## config.mk

```make
export PLATFORM = sky130hd
export DESIGN_NAME = datapathTop
export DESIGN_NICKNAME = d
export VERILOG_FILES = /design/src/logic/isaPkg.sv /design/src/logic/pipePkg.sv /design/src/logic/creditFifo.sv /design/src/logic/datapathTop.sv /design/src/logic/decodeStage.sv /design/src/logic/executeStage.sv /design/src/logic/operandStage.sv
export SDC_FILE = /design/constraint.sdc
export NUM_CORES = 1
export LEC_CHECK = 0
export BUFFER_PORTS_ARGS = -buffer_cell sky130_fd_sc_hd__buf_2
export CELL_PAD_IN_SITES_DETAIL_PLACEMENT = 1
export CELL_PAD_IN_SITES_GLOBAL_PLACEMENT = 1
export CORE_MARGIN = 2
export CORE_UTILIZATION = 33
export DETAILED_ROUTE_END_ITERATION = 16
export PLACE_DENSITY_LB_ADDON = 0.3
export SLEW_MARGIN = 0
export SYNTH_ARGS = -nofsm -noshare
export SYNTH_HDL_FRONTEND = slang
export SYNTH_SLANG_ARGS = --single-unit
export TNS_END_PERCENT = 10
```

## constraint.sdc

```tcl
create_clock -name clk -period 4.3 [get_ports clk]
set_input_delay 0.86 -clock clk [delete_from_list [all_inputs] [get_ports clk]]
set_output_delay 0.86 -clock clk [all_outputs]
set_load 0.01 [all_outputs]
```

## src/logic/isaPkg.sv

```systemverilog
package isaPkg;

	typedef logic [7:0] opcodeT;   // Upper byte of the instruction word

	////////////////////////////////////////////////////////////////////////////
	// Opcode encodings
	////////////////////////////////////////////////////////////////////////////
	localparam opcodeT ADD    = 8'b0000_0000;
	localparam opcodeT ADDI   = 8'b0000_0001;  // Signed immediate
	localparam opcodeT ADDU   = 8'b0000_0010;
	localparam opcodeT ADDUI  = 8'b0000_0011;
	localparam opcodeT ADDC   = 8'b0000_0100;  // Adds in the carry flag
	localparam opcodeT ADDCU  = 8'b0000_0101;
	localparam opcodeT ADDCUI = 8'b0000_0110;
	localparam opcodeT ADDCI  = 8'b0000_0111;
	localparam opcodeT SUB    = 8'b0000_1000;
	localparam opcodeT SUBI   = 8'b0000_1001;
	localparam opcodeT CMP    = 8'b0000_1010;  // Signed compare
	localparam opcodeT CMPI   = 8'b0000_1011;
	localparam opcodeT CMPU   = 8'b0000_1100;  // Unsigned compare
	localparam opcodeT AND    = 8'b0000_1101;
	localparam opcodeT OR     = 8'b0000_1110;
	localparam opcodeT XOR    = 8'b0000_1111;
	localparam opcodeT NOT    = 8'b0001_0000;
	localparam opcodeT LSH    = 8'b0001_0001;
	localparam opcodeT LSHI   = 8'b0001_0010;
	localparam opcodeT RSH    = 8'b0001_0011;  // Logical right
	localparam opcodeT RSHI   = 8'b0001_0100;
	localparam opcodeT ALSH   = 8'b0001_0101;
	localparam opcodeT ARSH   = 8'b0001_0110;  // Sign filled
	localparam opcodeT NOP    = 8'b0001_0111;
	localparam opcodeT STORE  = 8'b1101_1010;
	localparam opcodeT LOAD   = 8'b1001_1001;

	// Bit positions inside the flag vector
	localparam int flagZero  = 4;
	localparam int flagCarry = 3;
	localparam int flagOver  = 2;
	localparam int flagLow   = 1;
	localparam int flagNeg   = 0;

	localparam int numRegs = 16;   // Size of the register bank

	// Instruction word layout
	localparam int opcodeMsb = 15;
	localparam int opcodeLsb = 8;
	localparam int fieldAMsb = 7;
	localparam int fieldALsb = 4;
	localparam int fieldBMsb = 3;
	localparam int fieldBLsb = 0;

endpackage

```

## src/logic/pipePkg.sv

```systemverilog
package pipePkg;

	// Datapath word
	typedef logic [15:0] wordT;

	// Index into the sixteen entry bank
	typedef logic [3:0] regIdxT;

	// Flag vector
	// Bit 4 Z, bit 3 C, bit 2 F, bit 1 L, bit 0 N
	typedef logic [4:0] flagsT;

	////////////////////////////////////////////////////////////////////////////
	// Queue entry
	////////////////////////////////////////////////////////////////////////////
	// One instruction as it waits in the issue queue
	typedef struct packed
	{
		wordT instr;     // Raw instruction word
		wordT memData;   // Data word a LOAD writes
	} issueEntryT;

endpackage

```

## src/logic/creditFifo.sv

```systemverilog
`timescale 1ns/1ps

module creditFifo #(
	parameter int InDepth = 4
) (
	input  logic                clk,
	input  logic                reset,
	input  logic                push,
	input  pipePkg::issueEntryT pushEntry,
	input  logic                pop,
	output pipePkg::issueEntryT popEntry,
	output logic                empty,
	output logic                inCredit
);
	import pipePkg::*;

	localparam int ptrWidth = (InDepth > 1) ? $clog2(InDepth) : 1;
	localparam int cntWidth = $clog2(InDepth + 1);

	issueEntryT            mem [InDepth];   // Entry storage
	logic [ptrWidth-1:0]   wrPtr;
	logic [ptrWidth-1:0]   rdPtr;
	logic [cntWidth-1:0]   count;           // Entries held
	logic                  popOk;

	// Wrap at InDepth so odd depths work too
	function automatic logic [ptrWidth-1:0] nextPtr(input logic [ptrWidth-1:0] ptr);
		if (ptr == ptrWidth'(InDepth - 1))
			return '0;
		return ptr + 1'b1;
	endfunction

	assign empty    = (count == '0);
	assign popOk    = pop && !empty;    // Ignore a pop on an empty queue
	assign popEntry = mem[rdPtr];       // Head is visible before the pop

	always_ff @(posedge clk)
	begin
		if (push)
			mem[wrPtr] <= pushEntry;
	end

	always_ff @(posedge clk)
	begin
		if (!reset)
		begin
			wrPtr    <= '0;
			rdPtr    <= '0;
			count    <= '0;
			inCredit <= 1'b0;
		end
		else
		begin
			if (push)
				wrPtr <= nextPtr(wrPtr);
			if (popOk)
				rdPtr <= nextPtr(rdPtr);
			case ({push, popOk})
				2'b10:   count <= count + 1'b1;
				2'b01:   count <= count - 1'b1;
				default: count <= count;   // Both or neither
			endcase
			inCredit <= popOk;   // One credit back per freed slot
		end
	end

endmodule

```

## src/logic/datapathTop.sv

```systemverilog
`timescale 1ns/1ps

module datapathTop #(
	parameter int InDepth    = 4,
	parameter int OutCredits = 2
) (
	input  logic            clk,
	input  logic            reset,
	input  logic            instrValid,
	input  pipePkg::wordT   instrWord,
	input  pipePkg::wordT   memData,
	output logic            inCredit,
	input  logic            resultCredit,
	output logic            resultValid,
	output pipePkg::regIdxT resultIndex,
	output logic            resultWrite,
	output pipePkg::wordT   resultData,
	output pipePkg::flagsT  resultFlags
);
	import isaPkg::*;
	import pipePkg::*;

	localparam int countWidth = $clog2(OutCredits + 1);

	issueEntryT pushEntry;
	issueEntryT popEntry;
	logic       empty;
	logic       issue;
	logic [countWidth-1:0] outCount;   // Results not yet absorbed downstream

	logic   decValid, decWrite;
	opcodeT decOpcode;
	regIdxT decA, decB, decDest;
	wordT   decMem;
	logic   opValid, opWrite;
	opcodeT opOpcode;
	wordT   opA, opB, opMem;
	regIdxT opImmField, opDest;
	logic   exValid, wbEnable;
	regIdxT exIndex, wbIndex;
	wordT   exData, wbData;

	assign pushEntry = '{instr: instrWord, memData: memData};

	// Issue only when the consumer is sure to have room
	assign issue = !empty && (outCount < countWidth'(OutCredits));

	always_ff @(posedge clk)
	begin
		if (!reset)
			outCount <= '0;
		else
			case ({issue, resultCredit})
				2'b10:   outCount <= outCount + 1'b1;
				2'b01:   outCount <= outCount - 1'b1;
				default: outCount <= outCount;
			endcase
	end

	creditFifo #(.InDepth(InDepth)) u_fifo (
		.clk, .reset, .push(instrValid), .pushEntry, .pop(issue), .popEntry,
		.empty, .inCredit
	);

	decodeStage u_decode (
		.clk, .reset, .issue, .instrWord(popEntry.instr), .memData(popEntry.memData),
		.decValid, .decOpcode, .decA, .decB, .decDest, .decWrite, .decMem
	);

	operandStage u_operand (
		.clk, .reset, .decValid, .decOpcode, .decA, .decB, .decDest, .decWrite, .decMem,
		.exValid, .exIndex, .exData, .wbEnable, .wbIndex, .wbData,
		.opValid, .opOpcode, .opA, .opB, .opImmField, .opDest, .opWrite, .opMem
	);

	executeStage u_execute (
		.clk, .reset, .opValid, .opOpcode, .opA, .opB, .opImmField, .opDest, .opWrite,
		.opMem, .exValid, .exIndex, .exData, .wbEnable, .wbIndex, .wbData,
		.resultValid, .resultIndex, .resultWrite, .resultData, .resultFlags
	);

endmodule

```

## src/logic/decodeStage.sv

```systemverilog
`timescale 1ns/1ps

module decodeStage (
	input  logic            clk,
	input  logic            reset,
	input  logic            issue,
	input  pipePkg::wordT   instrWord,
	input  pipePkg::wordT   memData,
	output logic            decValid,
	output isaPkg::opcodeT  decOpcode,
	output pipePkg::regIdxT decA,
	output pipePkg::regIdxT decB,
	output pipePkg::regIdxT decDest,
	output logic            decWrite,
	output pipePkg::wordT   decMem
);
	import isaPkg::*;
	import pipePkg::*;

	opcodeT opcode;
	regIdxT fieldA;
	regIdxT fieldB;
	logic   writes;

	// Field split
	assign opcode = instrWord[opcodeMsb:opcodeLsb];
	assign fieldA = instrWord[fieldAMsb:fieldALsb];
	assign fieldB = instrWord[fieldBMsb:fieldBLsb];

	// Which opcodes write the bank
	always_comb
	begin
		case (opcode)
			CMP, CMPI, CMPU, NOP, STORE:
				writes = 1'b0;                    // Flags only or nothing
			ADD, ADDI, ADDU, ADDUI, ADDC, ADDCU, ADDCUI, ADDCI, SUB, SUBI,
			AND, OR, XOR, NOT, LSH, LSHI, RSH, RSHI, ALSH, ARSH, LOAD:
				writes = 1'b1;
			default:
				writes = 1'b0;                    // Unknown opcode
		endcase
	end

	always_ff @(posedge clk)
	begin
		if (!reset)
			decValid <= 1'b0;
		else
			decValid <= issue;
	end

	always_ff @(posedge clk)
	begin
		if (issue)
		begin
			decOpcode <= opcode;
			decA      <= fieldA;
			decB      <= fieldB;
			decDest   <= (opcode == LOAD) ? fieldB : fieldA;  // LOAD targets B
			decWrite  <= writes;
			decMem    <= memData;
		end
	end

endmodule

```

## src/logic/executeStage.sv

```systemverilog
`timescale 1ns/1ps

module executeStage (
	input  logic            clk,
	input  logic            reset,
	input  logic            opValid,
	input  isaPkg::opcodeT  opOpcode,
	input  pipePkg::wordT   opA,
	input  pipePkg::wordT   opB,
	input  pipePkg::regIdxT opImmField,
	input  pipePkg::regIdxT opDest,
	input  logic            opWrite,
	input  pipePkg::wordT   opMem,
	output logic            exValid,
	output pipePkg::regIdxT exIndex,
	output pipePkg::wordT   exData,
	output logic            wbEnable,
	output pipePkg::regIdxT wbIndex,
	output pipePkg::wordT   wbData,
	output logic            resultValid,
	output pipePkg::regIdxT resultIndex,
	output logic            resultWrite,
	output pipePkg::wordT   resultData,
	output pipePkg::flagsT  resultFlags
);
	import isaPkg::*;
	import pipePkg::*;

	flagsT       flagReg;    // Z C F L N
	logic        carryIn;
	logic [16:0] sum;        // Shared adder with carry out
	wordT        diff;
	logic        addOver;
	logic        subOver;
	logic        signedLess;
	logic [3:0]  shAmt;
	wordT        aluOut;
	flagsT       aluFlags;
	wordT        exResult;

	// Carry family uses the flag from the previous instruction
	assign carryIn = (opOpcode inside {ADDC, ADDCU, ADDCUI, ADDCI}) ? flagReg[flagCarry] : 1'b0;
	assign sum     = {1'b0, opA} + {1'b0, opB} + 17'(carryIn);
	assign diff    = opA - opB;
	assign addOver = (opA[15] == opB[15]) && (sum[15] != opA[15]);
	assign subOver = (opA[15] != opB[15]) && (diff[15] != opA[15]);
	assign signedLess = $signed(opA) < $signed(opB);

	always_comb
	begin
		shAmt = (opOpcode inside {LSHI, RSHI}) ? opImmField : opB[3:0];
		if (shAmt == '0)
			shAmt = 4'd1;    // Zero means shift by one
	end

	////////////////////////////////////////////////////////////////////////////
	// ALU
	////////////////////////////////////////////////////////////////////////////
	always_comb
	begin
		aluOut   = '0;
		aluFlags = '0;   // Logic, shift and unknown opcodes leave all clear
		case (opOpcode)
			ADD, ADDI, ADDC:
			begin
				aluOut             = sum[15:0];
				aluFlags[flagOver] = addOver;
			end
			ADDU, ADDUI, ADDCU, ADDCUI:
			begin
				aluOut              = sum[15:0];
				aluFlags[flagCarry] = sum[16];
			end
			ADDCI:      aluOut = sum[15:0];
			SUB, SUBI:
			begin
				aluOut             = diff;
				aluFlags[flagOver] = subOver;
			end
			CMP, CMPI:
			begin
				aluFlags[flagLow]  = signedLess;
				aluFlags[flagNeg]  = signedLess;
				aluFlags[flagZero] = (opA == opB);
			end
			CMPU:
			begin
				aluFlags[flagLow]  = (opA < opB);
				aluFlags[flagZero] = (opA == opB);
			end
			AND:        aluOut = opA & opB;
			OR:         aluOut = opA | opB;
			XOR:        aluOut = opA ^ opB;
			NOT:        aluOut = ~opA;
			LSH, LSHI, ALSH: aluOut = opA << shAmt;
			RSH, RSHI:  aluOut = opA >> shAmt;                  // Zero filled
			ARSH:       aluOut = wordT'($signed(opA) >>> shAmt);
			default:    aluOut = '0;                            // NOP, STORE, LOAD
		endcase
		// Zero flag for the add and subtract families
		if (opOpcode inside {ADD, ADDI, ADDU, ADDUI, ADDC, ADDCU, ADDCUI, ADDCI, SUB, SUBI})
			aluFlags[flagZero] = (aluOut == '0);
	end

	assign exResult = (opOpcode == LOAD) ? opMem : aluOut;   // Load select

	// Bypass toward operand read
	assign exValid = opValid && opWrite;
	assign exIndex = opDest;
	assign exData  = exResult;

	always_ff @(posedge clk)
	begin
		if (!reset)
		begin
			flagReg     <= '0;
			resultValid <= 1'b0;
		end
		else
		begin
			resultValid <= opValid;
			if (opValid)
				flagReg <= aluFlags;   // Every valid instruction updates
		end
	end

	always_ff @(posedge clk)
	begin
		if (opValid)
		begin
			resultIndex <= opDest;
			resultWrite <= opWrite;
			resultData  <= exResult;
		end
	end

	assign resultFlags = flagReg;
	assign wbEnable    = resultValid && resultWrite;   // Bank written at this edge
	assign wbIndex     = resultIndex;
	assign wbData      = resultData;

endmodule

```

## src/logic/operandStage.sv

```systemverilog
`timescale 1ns/1ps

module operandStage (
	input  logic            clk,
	input  logic            reset,
	input  logic            decValid,
	input  isaPkg::opcodeT  decOpcode,
	input  pipePkg::regIdxT decA,
	input  pipePkg::regIdxT decB,
	input  pipePkg::regIdxT decDest,
	input  logic            decWrite,
	input  pipePkg::wordT   decMem,
	input  logic            exValid,
	input  pipePkg::regIdxT exIndex,
	input  pipePkg::wordT   exData,
	input  logic            wbEnable,
	input  pipePkg::regIdxT wbIndex,
	input  pipePkg::wordT   wbData,
	output logic            opValid,
	output isaPkg::opcodeT  opOpcode,
	output pipePkg::wordT   opA,
	output pipePkg::wordT   opB,
	output pipePkg::regIdxT opImmField,
	output pipePkg::regIdxT opDest,
	output logic            opWrite,
	output pipePkg::wordT   opMem
);
	import isaPkg::*;
	import pipePkg::*;

	wordT bank [numRegs];   // Register bank
	wordT regA;
	wordT regB;
	wordT operandB;         // B after immediate select

	// Newest value wins, execute result then writeback then bank
	function automatic wordT readPort(input regIdxT idx);
		if (exValid && exIndex == idx)
			return exData;
		if (wbEnable && wbIndex == idx)
			return wbData;
		return bank[idx];
	endfunction

	always_comb
	begin
		regA = readPort(decA);
		regB = readPort(decB);
	end

	////////////////////////////////////////////////////////////////////////////
	// Immediate select
	////////////////////////////////////////////////////////////////////////////
	always_comb
	begin
		case (decOpcode)
			ADDI, ADDCI:                          operandB = wordT'($signed(decB));
			ADDUI, ADDCUI, SUBI, CMPI, LSHI, RSHI: operandB = wordT'(decB);  // Zero ext
			default:                              operandB = regB;
		endcase
	end

	// Write port, driven by the execute register
	always_ff @(posedge clk)
	begin
		if (!reset)
		begin
			for (int i = 0; i < numRegs; i++)
				bank[i] <= '0;
		end
		else if (wbEnable)
			bank[wbIndex] <= wbData;
	end

	always_ff @(posedge clk)
	begin
		if (!reset)
			opValid <= 1'b0;
		else
			opValid <= decValid;
	end

	always_ff @(posedge clk)
	begin
		if (decValid)
		begin
			opOpcode   <= decOpcode;
			opA        <= regA;
			opB        <= operandB;
			opImmField <= decB;     // Raw field for immediate shifts
			opDest     <= decDest;
			opWrite    <= decWrite;
			opMem      <= decMem;
		end
	end

endmodule

```

; ---- Word level (Yosys, flattened, before mapping)
; Memory sizes are Yosys's and may differ from the RTL's. A register that Yosys moved wholly into a read port is not among the register bits.
; Cells that the tools add are included.
; W data, S select, Z words.
[classes]
addsub = 9
n_reduce_logical = 33
mux = 53
shift = 3
bitwise = 4
n_eq_ne = 66
magnitude_cmp = 3
[ops]
columns = op, n
row1 = $mux W16, 10
row2 = $pmux W16 S9, 1
row3 = $eq A8 B5 Y1 const B, 16
row4 = $eq A8 B4 Y1 const B, 15
row5 = $eq A8 B3 Y1 const B, 10
row6 = $eq A8 B2 Y1 const B, 5
row7 = $lt A16 B16 Y1, 2
row8 = $pmux W16 S2, 1
row9 = $mux W1, 25
row10 = $eq A8 B1 Y1 const B, 3
row11 = $mux W4, 6
row12 = $reduce_or A21 Y1, 1
row13 = $add A16 B16 Y17, 1
row14 = $add A17 B1 Y17, 1
row15 = $and A16 B16 Y16, 1
row16 = $eq A16 B16 Y1, 1
row17 = $eq A4 B4 Y1, 4
row18 = $eq A8 B8 Y1 const B, 2
row19 = $logic_not A16 Y1, 1
row20 = $logic_not A8 Y1, 2
row21 = $not A16 Y16, 1
row22 = $or A16 B16 Y16, 1
row23 = $reduce_or A16 Y1, 1
row24 = $shl A16 B4 Y16, 1
row25 = 29 further kinds, 59
[word_totals]
register_bits = 141
ramBits = 384
out_inout_bits = 28
mem_count = 2
[memory_table]
columns = memory, depth, width, read_ports, rd_ports_with_merged_regs, write_ports, line
row1 = u_operand.bank, 16, 16, 2, 2, 16, operandStage.sv:31  ; wordT bank [numRegs];
row2 = u_fifo.mem, 4, 32, 1, 1, 1, creditFifo.sv:20  ; issueEntryT mem [InDepth];

; ---- Logic depth before layout (Yosys ltp)
[logic_depth]
ltp_word = 13
mapped_depth = 19
ltp_nobuf = 16

; ---- Cells and area by module
; From an unflattened synthesis, not the netlist that was laid out.
[hier_totals]
hier_cells = 2253
hier_area_um2 = 28926.5
[by_module_without_submodules]
columns = mod, area_per_inst_um2, instances, cells_each
row1 = operandStage, 16639.7, 1, 1167
row2 = executeStage, 5764.3, 1, 800
row3 = creditFifo, 5138.7, 1, 219
row4 = decodeStage, 1278.7, 1, 56
row5 = datapathTop, 105.1, 1, 11

; ---- Worst setup path before layout
; Ideal clock, no wire load.
[synth_path]
path_type = flip-flop to flip-flop
startpoint = register u_operand.opOpcode[3]
endpoint = register u_operand.opB[14], data pin
n_path_buf = 3
slack_ps = -73
stages_incl_launch_ff = 20
arrival_time_ps = 4114
t_required_ps = 4041
setup_time_ps = 259
cell_sequence = edfxtp_1 > or2_1 > buf_2 > buf_1 > nor2_1 > clkbuf_1 > and3_1 > fa_1 > inv_1 > fa_1 > nor2b_1 > o31a_1 > o221a_2 > o311a_1 > a311oi_1 > mux2i_1 > a211oi_1 > nand2_1 > o211ai_1 > nand2_1
[synth_between]
elab_chain_cells = 13
elab_cells_between_ends = 42
[synth_lines]
columns = element, line
row1 = "start, declared", operandStage.sv:20  ; output isaPkg::opcodeT opOpcode,
row2 = "start signal, assigned", operandStage.sv:87  ; opOpcode <= decOpcode;
row3 = branches (longest 7 deep; another with $add A17 B1 Y17), --
row4 = $mux W16 *, executeStage.sv:105  ; assign exResult = (opOpcode == LOAD) ? opMem : aluOut;
row5 = named net exData[14], datapathTop.sv:41  ; wordT exData, wbData;
row6 = $mux W16 *, operandStage.sv:38  ; if (exValid && exIndex == idx)
row7 = $mux W16, operandStage.sv:40  ; if (wbEnable && wbIndex == idx)
row8 = $mux W16, operandStage.sv:42  ; return bank[idx];
row9 = $mux W16 *, operandStage.sv:40
row10 = $pmux W16 S2 *, operandStage.sv:56  ; case (decOpcode)
row11 = named net u_operand.operandB[14], operandStage.sv:34  ; wordT operandB;
row12 = "end signal, assigned", operandStage.sv:89  ; opB <= operandB;
row13 = "end, declared", operandStage.sv:22  ; output pipePkg::wordT opB,
; Mark *: on every way through the listed nets, which the timed path passes. The select of a mux whose other input is x is not followed.
; A chain may end at the register's enable or synchronous reset.

; ---- Worst setup path in the final report
[layout_path]
startpoint = register u_operand.opOpcode[4]
endpoint = register u_execute.flagReg[4] (netlist: u_execute.resultFlags[4])
[layout_between]
elab_chain_cells = 9
elab_cells_between_ends = 43
[layout_lines]
columns = element, line
row1 = branches (longest 8 deep; another with $add A17 B1 Y17), --
row2 = $mux W1 *, executeStage.sv:101  ; if (opOpcode inside {ADD, ADDI, ADDU, ADDUI, ADDC, ADDCU, ADDCUI, ADDCI, SUB, SUBI})
row3 = "end signal, assigned", executeStage.sv:123  ; flagReg <= aluFlags;
row4 = "end, declared", executeStage.sv:29  ; flagsT flagReg;
; Mark *: on every way between the ends.

==> impl_summary.log <==
INFO  metric syn_nets = 2222
INFO  metric post_synth_inst_count = 2127
INFO  metric grtUsageTotal = 0.231
INFO  metric yosys_register_bits = 534
INFO  metric finalHoldViolations = 0
INFO  metric place.detailed.hpwl = 75.4 mm
INFO  metric design_power_total = 0.0231 W
INFO  metric setup-violations-final = 0
INFO  metric combinational_family_with_the_most_area_after_synthesis = multiplexers
INFO  metric fill_cells = 9051
INFO  metric yosysUniqueCellTypes = 94
INFO  metric rsz0062_at_grt = true
INFO  metric startpoint_type_of_the_worst_setup_path = register
INFO  metric grt_pass1_wl = 151 mm
INFO  metric fin_setup_tns = 0 ns
INFO  metric htree_levels = 2
INFO  metric synthesis.area_per_instance = 13.6 um2
INFO  metric synth_enable_flop_cells = 507
INFO  metric drt_iter0_drc = 1721
INFO  metric clock_insertion_delay_worst_skew = 0.64 ns
INFO  metric yosys.area_share.xor_xnor = 0.00962
INFO  metric timing.rr.end = u_execute.resultFlags[4]
INFO  metric synth.yosys.warnings = 0
INFO  metric tightestPinTransition = 1.09 ns
INFO  metric power.static_leakage = 12.4 nW
INFO  metric num_vias = 20000
INFO  metric detail-route-antenna-nets = 0
INFO  metric timing.max_slew.rel_slack = 0.275
INFO  metric cp_data_arrival_time = 4.71 ns
INFO  metric drt-wirelength-per-cell = 29.7 um
INFO  metric min_delay_path_depth = 0
INFO  metric achievable-frequency = 239 MHz
INFO  metric syn_to_final_growth = 17.4%
INFO  metric cts_inserted_buffers = 56
INFO  metric layout.nets = 2420
INFO  metric detailedRoute.firstPassIterationCount = 5
INFO  metric reg2reg_depth = 17
INFO  metric placement.io_buffers = 63
INFO  metric gpl.final_weighted_congestion = 0.996
INFO  metric clock-root-buffer = sky130_fd_sc_hd__clkbuf_16
INFO  metric finalWirelength = 105 mm
INFO  metric clk_pin_slew_worst_paths = 0.07 ns
INFO  metric synth_area_in_compound_gates = 0.0872
INFO  metric final.setup_skew = 0.0543 ns
INFO  metric grt_start_max_net_pins = 67
INFO  metric core = 86800 um2
INFO  metric dr_drc_count = 0
INFO  metric worst_ep_required_time = 4.83 ns
INFO  metric tritoncts = built
INFO  metric outcome = complete, no violations
INFO  metric worst_hold_startpoint = u_decode.decWrite
INFO  metric die_h = 300 um
INFO  metric regToRegStartpoint = u_operand.opOpcode[4]
INFO  metric grt_pass1_vias = 21300
INFO  metric grt_remaining_overflow = 0
INFO  metric period_share = 0.971
INFO  metric antenna_found_initial = 6
INFO  metric synth_async_sr_flop_share = 0
INFO  metric placement_rows = 108
INFO  metric ff_latch_area = 15800 um2
INFO  metric hold_class = reg2reg
INFO  metric die_width = 300 um
INFO  metric timing.setup.critical_path_class = reg2reg
INFO  metric numClockSinks = 534
INFO  metric area_occupied_by_multi_input_gates = 12500 um2
INFO  metric floorplan.die_area = 89900 um2
INFO  metric holdWs = 0.422 ns
INFO  metric cap_violations = 0
INFO  metric insertedDiodeCount = 0
INFO  metric worst_vdd_rail_ir_drop = 397 uV
INFO  metric crit_path_end_kind = register
INFO  metric layout-drive-gt1-share = 0.275
INFO  metric routed_via_density = 5.68
INFO  metric synth.mux.area_fraction = 0.174
INFO  metric synthesis.area = 28900 um2
INFO  metric floorplan.initialDensity = 0.333
INFO  metric finalMaxSlewViolations = 0
INFO  metric post-route-min-period = 4.18 ns
INFO  metric yosys.area_share.adder = 0.0266
INFO  metric r2r_setup_slk = 0.12 ns
INFO  metric whs_endpoint = u_operand.opWrite
INFO  metric synth_simple_gate_area_share = 0.129
INFO  metric synth_ff_type = sky130_fd_sc_hd__edfxtp_1
INFO  metric critPathLaunch = u_operand.opOpcode[4]
INFO  metric cts_buffer_depth = 3
INFO  metric worst-path-max-fanout = 3
INFO  metric powerDensity = 680 nW/um2
INFO  metric synth-seq-area-share = 0.546
INFO  metric cts_hold_repair.buffers = 0
INFO  metric io-pin-count = 64
[worst max-delay path: stages, from the launching register on]
cell and delay (ns):
sky130_fd_sc_hd__edfxtp_1 0.38, sky130_fd_sc_hd__or3_4 0.42, sky130_fd_sc_hd__nor2_4 0.10, sky130_fd_sc_hd__and3_4 0.20, sky130_fd_sc_hd__fa_2 0.24, sky130_fd_sc_hd__inv_1 0.07
sky130_fd_sc_hd__fa_2 0.37, sky130_fd_sc_hd__nor2b_2 0.14, sky130_fd_sc_hd__o31a_1 0.22, sky130_fd_sc_hd__o221a_4 0.22, sky130_fd_sc_hd__o22ai_1 0.12, sky130_fd_sc_hd__xnor2_2 0.30
sky130_fd_sc_hd__o22ai_1 0.12, sky130_fd_sc_hd__nor4_1 0.29, sky130_fd_sc_hd__buf_4 0.16, sky130_fd_sc_hd__nand3_1 0.07, sky130_fd_sc_hd__or4_4 0.56, sky130_fd_sc_hd__o21ai_1 0.14
[worst max-delay path by stage]
stage,endpoint,slack (ns),depth (start not counted)
5_1_grt,u_execute.resultFlags[4],-0.07,17
3_3_place_gp,u_execute.resultFlags[4],0.06,17
4_1_cts,u_operand.opB[12],0.05,17
2_1_floorplan,u_operand.opB[14],0.11,19
6_report,u_execute.resultFlags[4],0.12,17
3_5_place_dp,u_execute.resultFlags[4],-0.02,17
[layout make-up]
cell class	instances	area share
clock buffer	79	0.0462
inverter	66	0.00730
timing repair buffer	284	0.0604
sequential	534	0.465
tap	1155	0.0426
clock inverter	26	0.0105
multi-input combinational	1383	0.368
[timing repair]
item                                    in CTS  in global routing
pin swaps                                    0                  7
endpoints found under the setup margin       1                 16
setup buffers                                0                  2
resized for setup                            1                 15
[per-stage QoR]
step / std cells / utilization / instance area, um2 / setup WS, ns
final: 3527 / 0.391 / 33900 / 0.123
after global routing: 3527 / 0.391 / 33900 / -0.0698
after CTS: 3525 / 0.390 / 33800 / 0.0520
after detailed placement: 3420 / 0.368 / 31900 / -0.0202
after global placement: 3420 / 0.368 / 31900 / 0.0608
after floorplan: 2127 / - / 28900 / 0.107
[logic make-up (layout without fill, tap and decap cells)]
logic type,count (synthesis),in the layout
simple gates,676,676
flops,534,534
mux,260,260
buf+inv,210,455
fa+ha+maj,59,59
xor+xnor,30,30
compound gates,358,358
[cell usage in the layout, fill, tap and decap left out, drive strengths merged, types with 14 or more instances in the layout]
| master | Yosys | layout |
|---|---|---|
| a21oi | 70 | 70 |
| clkbuf | 109 | 79 |
| dfxtp | 27 | 27 |
| edfxtp | 507 | 507 |
| mux2 | 20 | 20 |
| inv | 66 | 69 |
| mux2i | 48 | 48 |
| o211ai | 28 | 28 |
| nor3 | 29 | 29 |
| nand3 | 57 | 57 |
| nand4 | 14 | 14 |
| buf | 35 | 284 |
| ha | 55 | 55 |
| xnor2 | 23 | 23 |
| nand2 | 112 | 112 |
| a31oi | 15 | 15 |
| nor2 | 88 | 88 |
| and2 | 279 | 279 |
| nand2b | 16 | 16 |
| o21ai | 73 | 73 |
| mux4 | 192 | 192 |
| o22ai | 17 | 17 |
| a211oi | 17 | 17 |
[routing by layer]
| metal | GRT usage | up-vias | part of all wire |
|---|---|---|---|
| met5 | 0 | - | 0.00035 |
| met4 | 0.0994 | 6 | 0.047 |
| met3 | 0.0405 | 200 | 0.065 |
| met2 | 0.365 | 711 | 0.46 |
| met1 | 0.314 | 10500 | 0.43 |
| li1 | - | 8651 | - |
[registers in the layout, indices dropped and copies added, names as in the netlist, 2 cells and up, named ones only]
| register | cells |
|---|---|
| u_fifo.wrPtr | 2 |
| u_execute.resultData | 16 |
| u_decode.decOpcode | 8 |
| u_operand.opOpcode | 8 |
| outCount | 2 |
| u_fifo.rdPtr | 2 |
| u_fifo.mem | 128 |
| u_operand.opA | 16 |
| u_execute.resultFlags | 5 |
| u_fifo.count | 3 |
| u_decode.decMem | 16 |
| u_operand.opB | 16 |
| u_decode.decDest | 4 |
| u_operand.bank | 256 |
| u_operand.opImmField | 4 |
| u_operand.opDest | 4 |
| u_decode.decA | 4 |
| u_decode.decB | 4 |
| u_execute.resultIndex | 4 |
| u_operand.opMem | 16 |
[synth_stat cells, types with 15 or more instances]
library cell	instances	area, um2
sky130_fd_sc_hd__nand2_1	110	413
sky130_fd_sc_hd__nor2_1	87	327
sky130_fd_sc_hd__and2_1	277	1730
sky130_fd_sc_hd__nand2b_1	16	100
sky130_fd_sc_hd__nand3_1	56	280
sky130_fd_sc_hd__nor3_1	28	140
sky130_fd_sc_hd__a31oi_1	15	93.8
sky130_fd_sc_hd__mux2_2	20	225
sky130_fd_sc_hd__buf_1	23	86.3
sky130_fd_sc_hd__a21oi_1	69	345
sky130_fd_sc_hd__o22ai_1	17	106
sky130_fd_sc_hd__ha_1	55	688
sky130_fd_sc_hd__clkbuf_1	109	409
sky130_fd_sc_hd__mux2i_1	48	480
sky130_fd_sc_hd__inv_1	66	248
sky130_fd_sc_hd__mux4_2	192	4320
sky130_fd_sc_hd__edfxtp_1	507	15200
sky130_fd_sc_hd__dfxtp_1	27	541
sky130_fd_sc_hd__o21ai_0	69	345
sky130_fd_sc_hd__o211ai_1	28	210
sky130_fd_sc_hd__xnor2_1	22	193
sky130_fd_sc_hd__a211oi_1	17	128
[power by group]
group / switching (W) / internal [W]
Clock: 0.00211 / 0.00298
Combinational: 0.00588 / 0.00442
Sequential: 0.000990 / 0.00670
Total: 0.00898 / 0.0141
No activity file was read; power rests on OpenSTA's default activity.
